File: config.mk
export PLATFORM = sky130hd
export DESIGN_NAME = sin_gen
export DESIGN_NICKNAME = d
export VERILOG_FILES = /design/src/verilog/sin_gen_pkg.sv /design/src/verilog/sin_gen.sv /design/src/verilog/pdm_modulator.sv /design/src/verilog/sample_fifo.sv /design/src/verilog/cordic_sin.sv /design/src/verilog/phase_accumulator.sv
export SDC_FILE = /design/constraint.sdc
export NUM_CORES = 1
export LEC_CHECK = 0
export BUFFER_PORTS_ARGS = -buffer_cell sky130_fd_sc_hd__clkbuf_2
export CAP_MARGIN = 20
export CORE_ASPECT_RATIO = 0.8
export CORE_MARGIN = 8
export CORE_UTILIZATION = 40
export DETAILED_ROUTE_END_ITERATION = 8
export SETUP_SLACK_MARGIN = 0.15
export SYNTH_ARGS = -nofsm -noshare
export SYNTH_HDL_FRONTEND = slang
export SYNTH_SLANG_ARGS = --single-unit
export TNS_END_PERCENT = 10
File: constraint.sdc
create_clock -name clk -period 10.7 [get_ports clk]
set_input_delay 2.14 -clock clk [delete_from_list [all_inputs] [get_ports clk]]
set_output_delay 2.14 -clock clk [all_outputs]
set_load 0.005 [all_outputs]
File: src/verilog/sin_gen_pkg.sv
package sin_gen_pkg;

  // phase word, one full turn is 2**phase_w
  localparam int phase_w = 24;
  localparam int quarter_w = phase_w - 2;  // fraction bits inside a quadrant

  // cordic angle, two's complement with 2 integer bits
  localparam int angle_w = 24;
  localparam int angle_frac_w = angle_w - 2;

  localparam int sample_w = 16;
  localparam int sample_max = 2 ** (sample_w - 1) - 1;

  localparam int cordic_steps = 20;

  typedef logic signed [sample_w-1:0] sample_t;
  typedef logic signed [angle_w-1:0] angle_t;

  localparam angle_t cordic_x0 = 24'sh26DD12;  // 1/K, gain compensated

  // 2*pi with 20 fraction bits, i.e. pi/2 in angle format
  localparam logic [angle_w-1:0] two_pi_scale = 24'h6487ED;

  typedef enum logic [1:0] {
    idle,
    rotate,
    done
  } cordic_state_t;

  typedef enum logic [1:0] {
    q0,
    q1,
    q2,
    q3
  } quadrant_t;

endpackage
File: src/verilog/sin_gen.sv
`timescale 1ns/100ps

module sin_gen #(
  parameter int fifo_depth_log2 = 3
) (
  input  logic                                  clk,
  input  logic                                  rst,
  input  logic signed [sin_gen_pkg::phase_w-1:0] delta_angle,
  input  logic                                  get_next_sample,
  output sin_gen_pkg::sample_t                  sample,
  output logic                                  current_sample,
  output logic                                  underflow
);
  import sin_gen_pkg::*;

  angle_t angle;
  logic angle_valid;
  logic busy;
  logic core_valid;  // also the fifo write strobe
  sample_t core_sample;
  sample_t fifo_rd_data;
  logic fifo_rd_en;
  logic fifo_empty;
  logic [fifo_depth_log2:0] fifo_count;

  phase_accumulator #(
    .fifo_depth_log2(fifo_depth_log2)
  ) i_phase_accumulator (
    .clk         (clk),
    .rst         (rst),
    .delta_angle (delta_angle),
    .busy        (busy),
    .fifo_count  (fifo_count),
    .out_valid   (core_valid),
    .angle       (angle),
    .angle_valid (angle_valid)
  );

  cordic_sin i_cordic_sin (
    .clk         (clk),
    .rst         (rst),
    .angle       (angle),
    .angle_valid (angle_valid),
    .sample      (core_sample),
    .out_valid   (core_valid),
    .busy        (busy)
  );

  sample_fifo #(
    .fifo_depth_log2(fifo_depth_log2)
  ) i_sample_fifo (
    .clk     (clk),
    .rst     (rst),
    .wr_en   (core_valid),
    .wr_data (core_sample),
    .rd_en   (fifo_rd_en),
    .rd_data (fifo_rd_data),
    .empty   (fifo_empty),
    .full    (),  // accumulator budgets space via fifo_count
    .count   (fifo_count)
  );

  pdm_modulator i_pdm_modulator (
    .clk             (clk),
    .rst             (rst),
    .get_next_sample (get_next_sample),
    .empty           (fifo_empty),
    .rd_data         (fifo_rd_data),
    .rd_en           (fifo_rd_en),
    .sample          (sample),
    .underflow       (underflow),
    .current_sample  (current_sample)
  );

endmodule

File: src/verilog/pdm_modulator.sv
`timescale 1ns/100ps

module pdm_modulator (
  input  logic                  clk,
  input  logic                  rst,
  input  logic                  get_next_sample,
  input  logic                  empty,
  input  sin_gen_pkg::sample_t  rd_data,
  output logic                  rd_en,
  output sin_gen_pkg::sample_t  sample,
  output logic                  underflow,
  output logic                  current_sample
);
  import sin_gen_pkg::*;

  logic [sample_w-1:0] u;
  logic [sample_w-1:0] acc;
  logic [sample_w:0] sum;

  assign rd_en = get_next_sample && !empty;

  // flip the sign bit, 0 maps to mid scale
  assign u = {~sample[sample_w-1], sample[sample_w-2:0]};
  assign sum = {1'b0, acc} + {1'b0, u};

  always_ff @(posedge clk) begin
    if (rst) begin
      sample <= '0;
      underflow <= 1'b0;
      acc <= '0;
      current_sample <= 1'b0;
    end else begin
      underflow <= get_next_sample && empty;  // sample holds
      if (rd_en) begin
        sample <= rd_data;
      end
      acc <= sum[sample_w-1:0];
      current_sample <= sum[sample_w];  // carry is the density bit
    end
  end

endmodule

File: src/verilog/sample_fifo.sv
`timescale 1ns/100ps

module sample_fifo #(
  parameter int fifo_depth_log2 = 3
) (
  input  logic                      clk,
  input  logic                      rst,
  input  logic                      wr_en,
  input  sin_gen_pkg::sample_t      wr_data,
  input  logic                      rd_en,
  output sin_gen_pkg::sample_t      rd_data,
  output logic                      empty,
  output logic                      full,
  output logic [fifo_depth_log2:0]  count
);
  import sin_gen_pkg::*;

  localparam int depth = 2 ** fifo_depth_log2;

  sample_t mem [depth];
  logic [fifo_depth_log2-1:0] wr_ptr;
  logic [fifo_depth_log2-1:0] rd_ptr;
  logic do_wr;
  logic do_rd;

  assign empty = (count == '0);
  assign full = (count == (fifo_depth_log2 + 1)'(depth));
  assign do_wr = wr_en && !full;
  assign do_rd = rd_en && !empty;
  assign rd_data = mem[rd_ptr];  // show-ahead, head word always visible

  always_ff @(posedge clk) begin
    if (rst) begin
      wr_ptr <= '0;
      rd_ptr <= '0;
      count <= '0;
    end else begin
      if (do_wr) begin
        wr_ptr <= wr_ptr + 1'b1;  // wraps at depth
      end
      if (do_rd) begin
        rd_ptr <= rd_ptr + 1'b1;
      end
      case ({do_wr, do_rd})
        2'b10:   count <= count + 1'b1;
        2'b01:   count <= count - 1'b1;
        default: ;  // both or neither
      endcase
    end
  end

  always_ff @(posedge clk) begin
    if (do_wr) begin
      mem[wr_ptr] <= wr_data;
    end
  end

endmodule

File: src/verilog/cordic_sin.sv
`timescale 1ns/100ps

module cordic_sin (
  input  logic                  clk,
  input  logic                  rst,
  input  sin_gen_pkg::angle_t   angle,
  input  logic                  angle_valid,
  output sin_gen_pkg::sample_t  sample,
  output logic                  out_valid,
  output logic                  busy
);
  import sin_gen_pkg::*;

  localparam int step_w = $clog2(cordic_steps);
  localparam int round_shift = angle_frac_w - (sample_w - 1);

  // atan(2**-i) for the first steps
  localparam angle_t atan_table [0:7] = '{
    24'sh3243F7,
    24'sh1DAC67,
    24'sh0FADBB,
    24'sh07F56F,
    24'sh03FEAB,
    24'sh01FFD5,
    24'sh00FFFB,
    24'sh007FFF
  };

  cordic_state_t state;
  logic [step_w-1:0] step;
  angle_t x;
  angle_t y;
  angle_t z;  // residual angle
  angle_t atan;
  angle_t y_round;
  sample_t sat_sample;
  logic clk_wise;

  assign busy = (state == rotate);
  assign clk_wise = z[angle_w-1];  // overshoot, rotate back

  always_comb begin
    if (step < step_w'(8)) begin
      atan = atan_table[step[2:0]];
    end else begin
      atan = angle_t'(1 << angle_frac_w) >> step;  // atan(a) ~ a
    end
  end

  always_comb begin
    y_round = (y + angle_t'(1 << (round_shift - 1))) >>> round_shift;
    if (y_round > angle_t'(sample_max)) begin
      sat_sample = sample_t'(sample_max);
    end else if (y_round < -angle_t'(sample_max)) begin
      sat_sample = -sample_t'(sample_max);
    end else begin
      sat_sample = sample_t'(y_round);
    end
  end

  always_ff @(posedge clk) begin
    if (rst) begin
      state <= idle;
      step <= '0;
      out_valid <= 1'b0;
    end else begin
      out_valid <= 1'b0;
      case (state)
        idle: begin
          if (angle_valid) begin
            state <= rotate;
            step <= '0;
          end
        end
        rotate: begin
          step <= step + 1'b1;
          if (step == step_w'(cordic_steps - 1)) begin
            state <= done;
          end
        end
        done: begin
          out_valid <= 1'b1;
          state <= idle;
        end
        default: state <= idle;
      endcase
    end
  end

  always_ff @(posedge clk) begin
    case (state)
      idle: begin
        if (angle_valid) begin
          x <= cordic_x0;
          y <= '0;
          z <= angle;
        end
      end
      rotate: begin
        x <= clk_wise ? x + (y >>> step) : x - (y >>> step);
        y <= clk_wise ? y - (x >>> step) : y + (x >>> step);
        z <= clk_wise ? z + atan : z - atan;
      end
      done: sample <= sat_sample;
      default: ;
    endcase
  end

endmodule

File: src/verilog/phase_accumulator.sv
`timescale 1ns/100ps

module phase_accumulator #(
  parameter int fifo_depth_log2 = 3
) (
  input  logic                                  clk,
  input  logic                                  rst,
  input  logic signed [sin_gen_pkg::phase_w-1:0] delta_angle,
  input  logic                                  busy,
  input  logic [fifo_depth_log2:0]              fifo_count,
  input  logic                                  out_valid,
  output sin_gen_pkg::angle_t                   angle,
  output logic                                  angle_valid
);
  import sin_gen_pkg::*;

  localparam int depth = 2 ** fifo_depth_log2;
  localparam int prod_w = quarter_w + 1 + angle_w;
  localparam int occ_w = fifo_depth_log2 + 2;

  logic [phase_w-1:0] phase;
  logic pending;  // issued, not yet written to fifo
  logic [occ_w-1:0] occupancy;
  logic can_issue;
  quadrant_t quadrant;
  logic [quarter_w-1:0] frac;
  logic [quarter_w:0] fold_frac;
  logic [prod_w-1:0] prod;
  angle_t magnitude;
  angle_t folded_angle;

  assign quadrant = quadrant_t'(phase[phase_w-1 -: 2]);
  assign frac = phase[quarter_w-1:0];

  // fifo plus in flight, so a result always has room
  assign occupancy = {1'b0, fifo_count} + occ_w'(pending);
  assign can_issue = !busy && !pending && (occupancy < occ_w'(depth));

  always_comb begin
    case (quadrant)
      q1, q3:  fold_frac = (quarter_w + 1)'(1 << quarter_w) - {1'b0, frac};  // mirror
      default: fold_frac = {1'b0, frac};
    endcase
    // quarter fraction to radians, rounded
    prod = prod_w'(fold_frac) * prod_w'(two_pi_scale) + prod_w'(1 << (quarter_w - 1));
    magnitude = angle_t'(prod >> quarter_w);
    case (quadrant)
      q2, q3:  folded_angle = -magnitude;  // lower half of the circle
      default: folded_angle = magnitude;
    endcase
  end

  always_ff @(posedge clk) begin
    if (rst) begin
      phase <= '0;
      pending <= 1'b0;
      angle_valid <= 1'b0;
    end else begin
      angle_valid <= can_issue;
      if (can_issue) begin
        phase <= phase + delta_angle;
        pending <= 1'b1;
      end else if (out_valid) begin
        pending <= 1'b0;
      end
    end
  end

  always_ff @(posedge clk) begin
    if (can_issue) begin
      angle <= folded_angle;
    end
  end

endmodule

# Yosys cells after proc, flatten, opt, wreduce, memory -nomap -nowiden
# Memories as Yosys holds them, arrays and structs flattened. A register that Yosys moved wholly into a read port is not among the register bits.
# Index checks and enable logic that the tools add are counted.
# word_totals
register_bits,174
mem_bits_rw,128
rom_bits,192
inputBits,27
out_inout_bits,18
wordCells,106
n_memories,2
# mem_list
name,words,word_bits,rd,rd_ports_with_merged_regs,write_ports,line,source
(no name shown),8,24,1,0,0,cordic_sin.sv:44,atan = atan_table[step[2:0]];
i_sample_fifo.mem,8,16,1,1,1,sample_fifo.sv:20,sample_t mem [depth];
# classes
add_sub_neg,18
n_mul,1
magnitude_cmp,5
eq_ne,11
n_shift,3
muxes,26
bitwise_logic,2
reduce_logical,20
# ops
cell,count
24-bit 2-to-1 mux,10
24-bit one-hot mux with 2 select lines,3
24-bit adder,4
24-bit subtractor,3
24-bit by 5-bit >>> shifter with 24-bit output,2
"46-bit by 22-bit adder with 46-bit output, second input constant",1
"23-bit by 23-bit multiplier with 46-bit output, second input constant",1
"24-bit by 8-bit adder with 24-bit output, second input constant",1
24-bit negation,1
"23-bit by 5-bit right shift with 24-bit output, first input constant",1
23-bit 2-to-1 mux,1
"23-bit by 22-bit subtractor with 23-bit output, first input constant",1
16-bit by 16-bit adder with 17-bit output,1
"17-bit by 16-bit greater-than comparator with 1-bit output, second input constant",1
"17-bit by 16-bit less-than comparator with 1-bit output, second input constant",1
16-bit 2-to-1 mux,1
"5-bit by 4-bit less-than comparator with 1-bit output, second input constant",2
5-bit one-hot mux with 2 select lines,1
"2-bit equality test, second input constant",4
4-bit one-hot mux with 2 select lines,1
"3-bit by 1-bit adder with 3-bit output, second input constant",2
"2-bit by 1-bit equality test with 1-bit output, second input constant",3
1-bit logical AND,6
2-bit nonzero test,3
other kinds (20),31

# Logic depth before layout (Yosys ltp)
# depth
word_depth,8
mapped_depth,39
mapped_depth_nobuf,39

# Cells and area by module
# Synthesis repeated with hierarchy kept, for this count alone.
# hier_totals
hier_cells,3483
area_unflattened_um2,33510.9
# by_module_without_submodules
module,instances,cells_per_inst,area_per_inst_um2,seq_area_each_um2
phase_accumulator,1,1483,13357.8,1241.2
cordic_sin,1,1517,12732.2,2802.7
sample_fifo,1,260,5581.6,4103.9
pdm_modulator,1,223,1839.3,680.7

# Worst setup path after synthesis
# OpenSTA, ideal clock, no wires.
# synth_timing
kind,flip-flop to flip-flop
start,reg i_phase_accumulator.phase[6]
end,reg i_phase_accumulator.angle[23] (data pin)
setup_ns,0.268
arrival_ns,8.721
required_ns,10.432
setup_slack_ns,1.712
stages_incl_launch_ff,33
n_path_buf,2
period_less_slack_ns,8.988
cell_sequence,dfxtp_1 -> clkbuf_1 -> or4_1 -> nor2_1 -> nand4_1 -> o41ai_1 -> xnor2_1 -> inv_1 -> fa_1 -> inv_1 -> fa_1 -> inv_1 -> fa_1 -> inv_1 -> ha_1 -> fa_1 -> fa_1 -> inv_1 -> fa_1 -> inv_1 -> ha_1 -> clkbuf_1 -> a21o_1 -> a21o_1 -> a21oi_2 -> o221ai_1 -> and2_1 -> o31ai_1 -> a211oi_2 -> or3_1 -> and3_1 -> o41ai_1 -> xnor3_1
# synth_via
elab_chain_len,6
# synth_lines
item,line,source
"start, declared",phase_accumulator.sv:21,logic [phase_w-1:0] phase;
"start signal, assigned",phase_accumulator.sv:61,phase <= phase + delta_angle;
23-bit by 22-bit subtractor with 23-bit output,phase_accumulator.sv:41,"q1, q3: fold_frac = (quarter_w + 1)'(1 << quarter_w) - {1'b0, frac};"
23-bit 2-to-1 mux (*),phase_accumulator.sv:40,case (quadrant)
23-bit by 23-bit multiplier with 46-bit output (*),phase_accumulator.sv:45,prod = prod_w'(fold_frac) * prod_w'(two_pi_scale) + prod_w'(1 << (quarter_w - 1));
46-bit by 22-bit adder with 46-bit output (*),phase_accumulator.sv:45,
24-bit negation,phase_accumulator.sv:48,"q2, q3: folded_angle = -magnitude;"
24-bit 2-to-1 mux (*),phase_accumulator.sv:47,case (quadrant)
net i_phase_accumulator.folded_angle[23],phase_accumulator.sv:30,angle_t folded_angle;
"end signal, assigned",phase_accumulator.sv:71,angle <= folded_angle;
"end, declared",phase_accumulator.sv:12,"output sin_gen_pkg::angle_t angle,"
# Mark *: on every way through the listed nets, which the timed path passes. The rest lies on a longest branch.
# A chain may end at the register's enable or synchronous reset.

# Worst setup path after layout
# Same ends and word-level chain as after synthesis.

==> reports/metrics.cfg <==
[setup_path]
crit_top_cell = inv_1
reg2reg_depth = 34
slowest_stage = or4_1
r2r-end = i_phase_accumulator.angle[23]
reg2reg_from = i_phase_accumulator.phase[6]
cp.required_ns = 10.99
r2r_slack_ns = 0.85
critPathLaunchType = flop
cp_slowest_stage_delay_ns = 0.56
crit_start = i_phase_accumulator.phase[6]
worstPathArrival_ns = 10.14
crit_path_end_kind = flop
critical_path.max_fanout = 9
crit_path_end = i_phase_accumulator.angle[23]
critPathKind = reg -> reg

[synthesis]
synth-seq-area-share = 0.280
synth_area_um2 = 31400
synth_flop_cell = edfxtp_1
synth_common_cells = 392 x inv_1, 356 x ha_1, 245 x nand2_1
synth.distinct_cells = 92
ys.warnings.count = 0
synth_fp_nets = 3770
synth_most_common_cell = inv_1
netlist_instances = 3220
synth_top_cells_by_area = edfxtp_1 23%, ha_1 14%, fa_1 11%
syn_area_per_cell_um2 = 9.74
synth_edf_count = 240
synth_top_area_share = 0.230
synth-async-reset-ratio = 0
yosys_register_bits = 318
yosys.area.top_type = edfxtp_1

[detailed_routing]
ant_nets = 0
viasPerCell = 5.42
vias = 23200
drc = 0
wire_per_inst_um = 18.1
first_pass_iters = 7
first_iter_violations = 1677
detail_route.wirelength_um = 77400

[sta]
rsz0062_at_grt = false
slew_viol_final = 0
slew_headroom = 0.308
fmax_mhz = 102
fin_crit_ns = 9.85
fin_skew_ns = 0.0257
timing.setup.tns_ns = 0
finalHoldViolCount = 0
finalCritPeriodShare = 0.921
tightest_slew_ns = 1.03
finalSetupViolations = 0

[final_layout]
layout-drive-gt1-share = 0.0898
area_growth_syn_to_layout_pct = 8.14
nets = 3761
num_antenna_cells = 0

[cts]
cts_resized = 0
numCtsBuffers = 37
clock_latency_ns = 0.55
tritoncts = done
cts_max_path_buffers = 3
path_clk_slew_ns = 0.06
cts_setup_buffers = 0
htreeDepth = 2
cts-root-buf = clkbuf_16
clock-sinks = 318
hold_buffers = 0

[hold_path]
min_path_type = reg -> reg

[grt]
grt_max_degree = 62
grt_usage = 0.176
grt_pass1_vias = 22600
gr-total-overflow = 0
grt_pass1_wl_um = 125000
antenna_found_initial = 3

[place]
place.gp.congestion = 0.943
dp_hpwl_um = 60000
port_buffers = 44

[floorplan]
start_util = 0.401
rows = 92
die_w_um = 329
die_area_um2 = 87600
die_h_um = 266
core_area_um2 = 78200
ioPinCount = 45

[run]
maxCapViolations = 0

[run_status]
status = completed

[layout make-up]
cell class	instances	area, µm²
Fill cell	7550	44300
Clock inverter	20	226
Multi-Input combinational cell	2369	20500
Inverter	398	1490
Tap cell	1034	1290
Clock buffer	47	1020
Timing Repair Buffer	87	543
Sequential cell	318	8770
[state kept, by name (all words and copies together), names as in the netlist, 24 cells and up]
register	count
i_phase_accumulator.angle	24
i_cordic_sin.x	24
i_phase_accumulator.phase	24
i_cordic_sin.y	24
i_sample_fifo.mem	128
i_cordic_sin.z	24
[cells by family (layout without fill, tap and decap cells)]
kind of cell    after synthesis  count (layout)  share of synthesized area
fa+ha+maj                   524             524                      0.249
xor+xnor                    264             264                     0.0744
flops                       318             318                      0.280
buf+inv                     533             552                     0.0661
mux                         135             135                     0.0795
compound gates              646             646                      0.132
simple gates                800             800                      0.120
[critical path: cells and delay by family (launching register included)]
| kind | cells | cell delay, ns |
|---|---|---|
| xor gates and xnor gates | 5 | 1.71 |
| buffers and inverters | 7 | 0.55 |
| AOI/OAI and AO/OA | 8 | 1.99 |
| and+or+nand+nor | 7 | 2.01 |
| adders and majority gates | 7 | 2.92 |
| DFF | 1 | 0.39 |
[worst min-delay path by stage]
stage                                start                           to  slack (ns)  cells past startpoint
4_1_cts        i_phase_accumulator.pending  i_phase_accumulator.pending        0.48                      2
3_3_place_gp   i_phase_accumulator.pending  i_phase_accumulator.pending        0.46                      2
3_5_place_dp   i_phase_accumulator.pending  i_phase_accumulator.pending        0.46                      2
6_report       i_phase_accumulator.pending  i_phase_accumulator.pending        0.47                      2
2_1_floorplan  i_phase_accumulator.pending  i_phase_accumulator.pending        0.45                      2
5_1_grt        i_phase_accumulator.pending  i_phase_accumulator.pending        0.53                      2
[metal layers]
| layer | vias to the layer above | GRT usage | part of all wire |
|---|---|---|---|
| met5 | - | 0 | 0.00017 |
| li1 | 11300 | - | - |
| met1 | 11200 | 0.261 | 0.49 |
| met3 | 98 | 0.0218 | 0.053 |
| met4 | 2 | 0.0458 | 0.023 |
| met2 | 567 | 0.272 | 0.43 |
[stage by stage]
| step | worst slack, ns | utilization | instance area (µm²) | hold WS (ns) | cells |
|---|---|---|---|---|---|
| after floorplan | 1.71 | - | 31400 | 0.446 | 3220 |
| after global placement | 1.05 | 0.418 | 32600 | 0.456 | 4205 |
| after detailed placement | 0.919 | 0.418 | 32600 | 0.465 | 4205 |
| after CTS | 0.894 | 0.434 | 33900 | 0.477 | 4272 |
| after global routing | 0.268 | 0.434 | 33900 | 0.526 | 4273 |
| final | 0.849 | 0.434 | 33900 | 0.474 | 4273 |
[layout by cell type (no fill, tap or decap), types with 23 or more instances in the layout]
| cell | instances |
|---|---|
| dfxtp_1 | 74 |
| fa_1 | 167 |
| mux4_2 | 81 |
| nand2b_1 | 33 |
| xnor2_1 | 159 |
| buf_4 | 43 |
| and3_1 | 32 |
| and2_1 | 23 |
| nor3_1 | 58 |
| nand3_1 | 46 |
| a31oi_1 | 34 |
| edfxtp_1 | 240 |
| nor2_1 | 240 |
| o21ai_0 | 139 |
| inv_1 | 391 |
| clkbuf_2 | 43 |
| nand2_1 | 245 |
| a21o_1 | 71 |
| ha_1 | 356 |
| xor2_1 | 103 |
| a211oi_1 | 40 |
| a21oi_1 | 184 |
| mux2i_1 | 35 |
| clkbuf_16 | 38 |
Power is left out: the tool's default activity adds up to more than one toggle a clock period on the data nets, which glitch-free logic cannot reach.
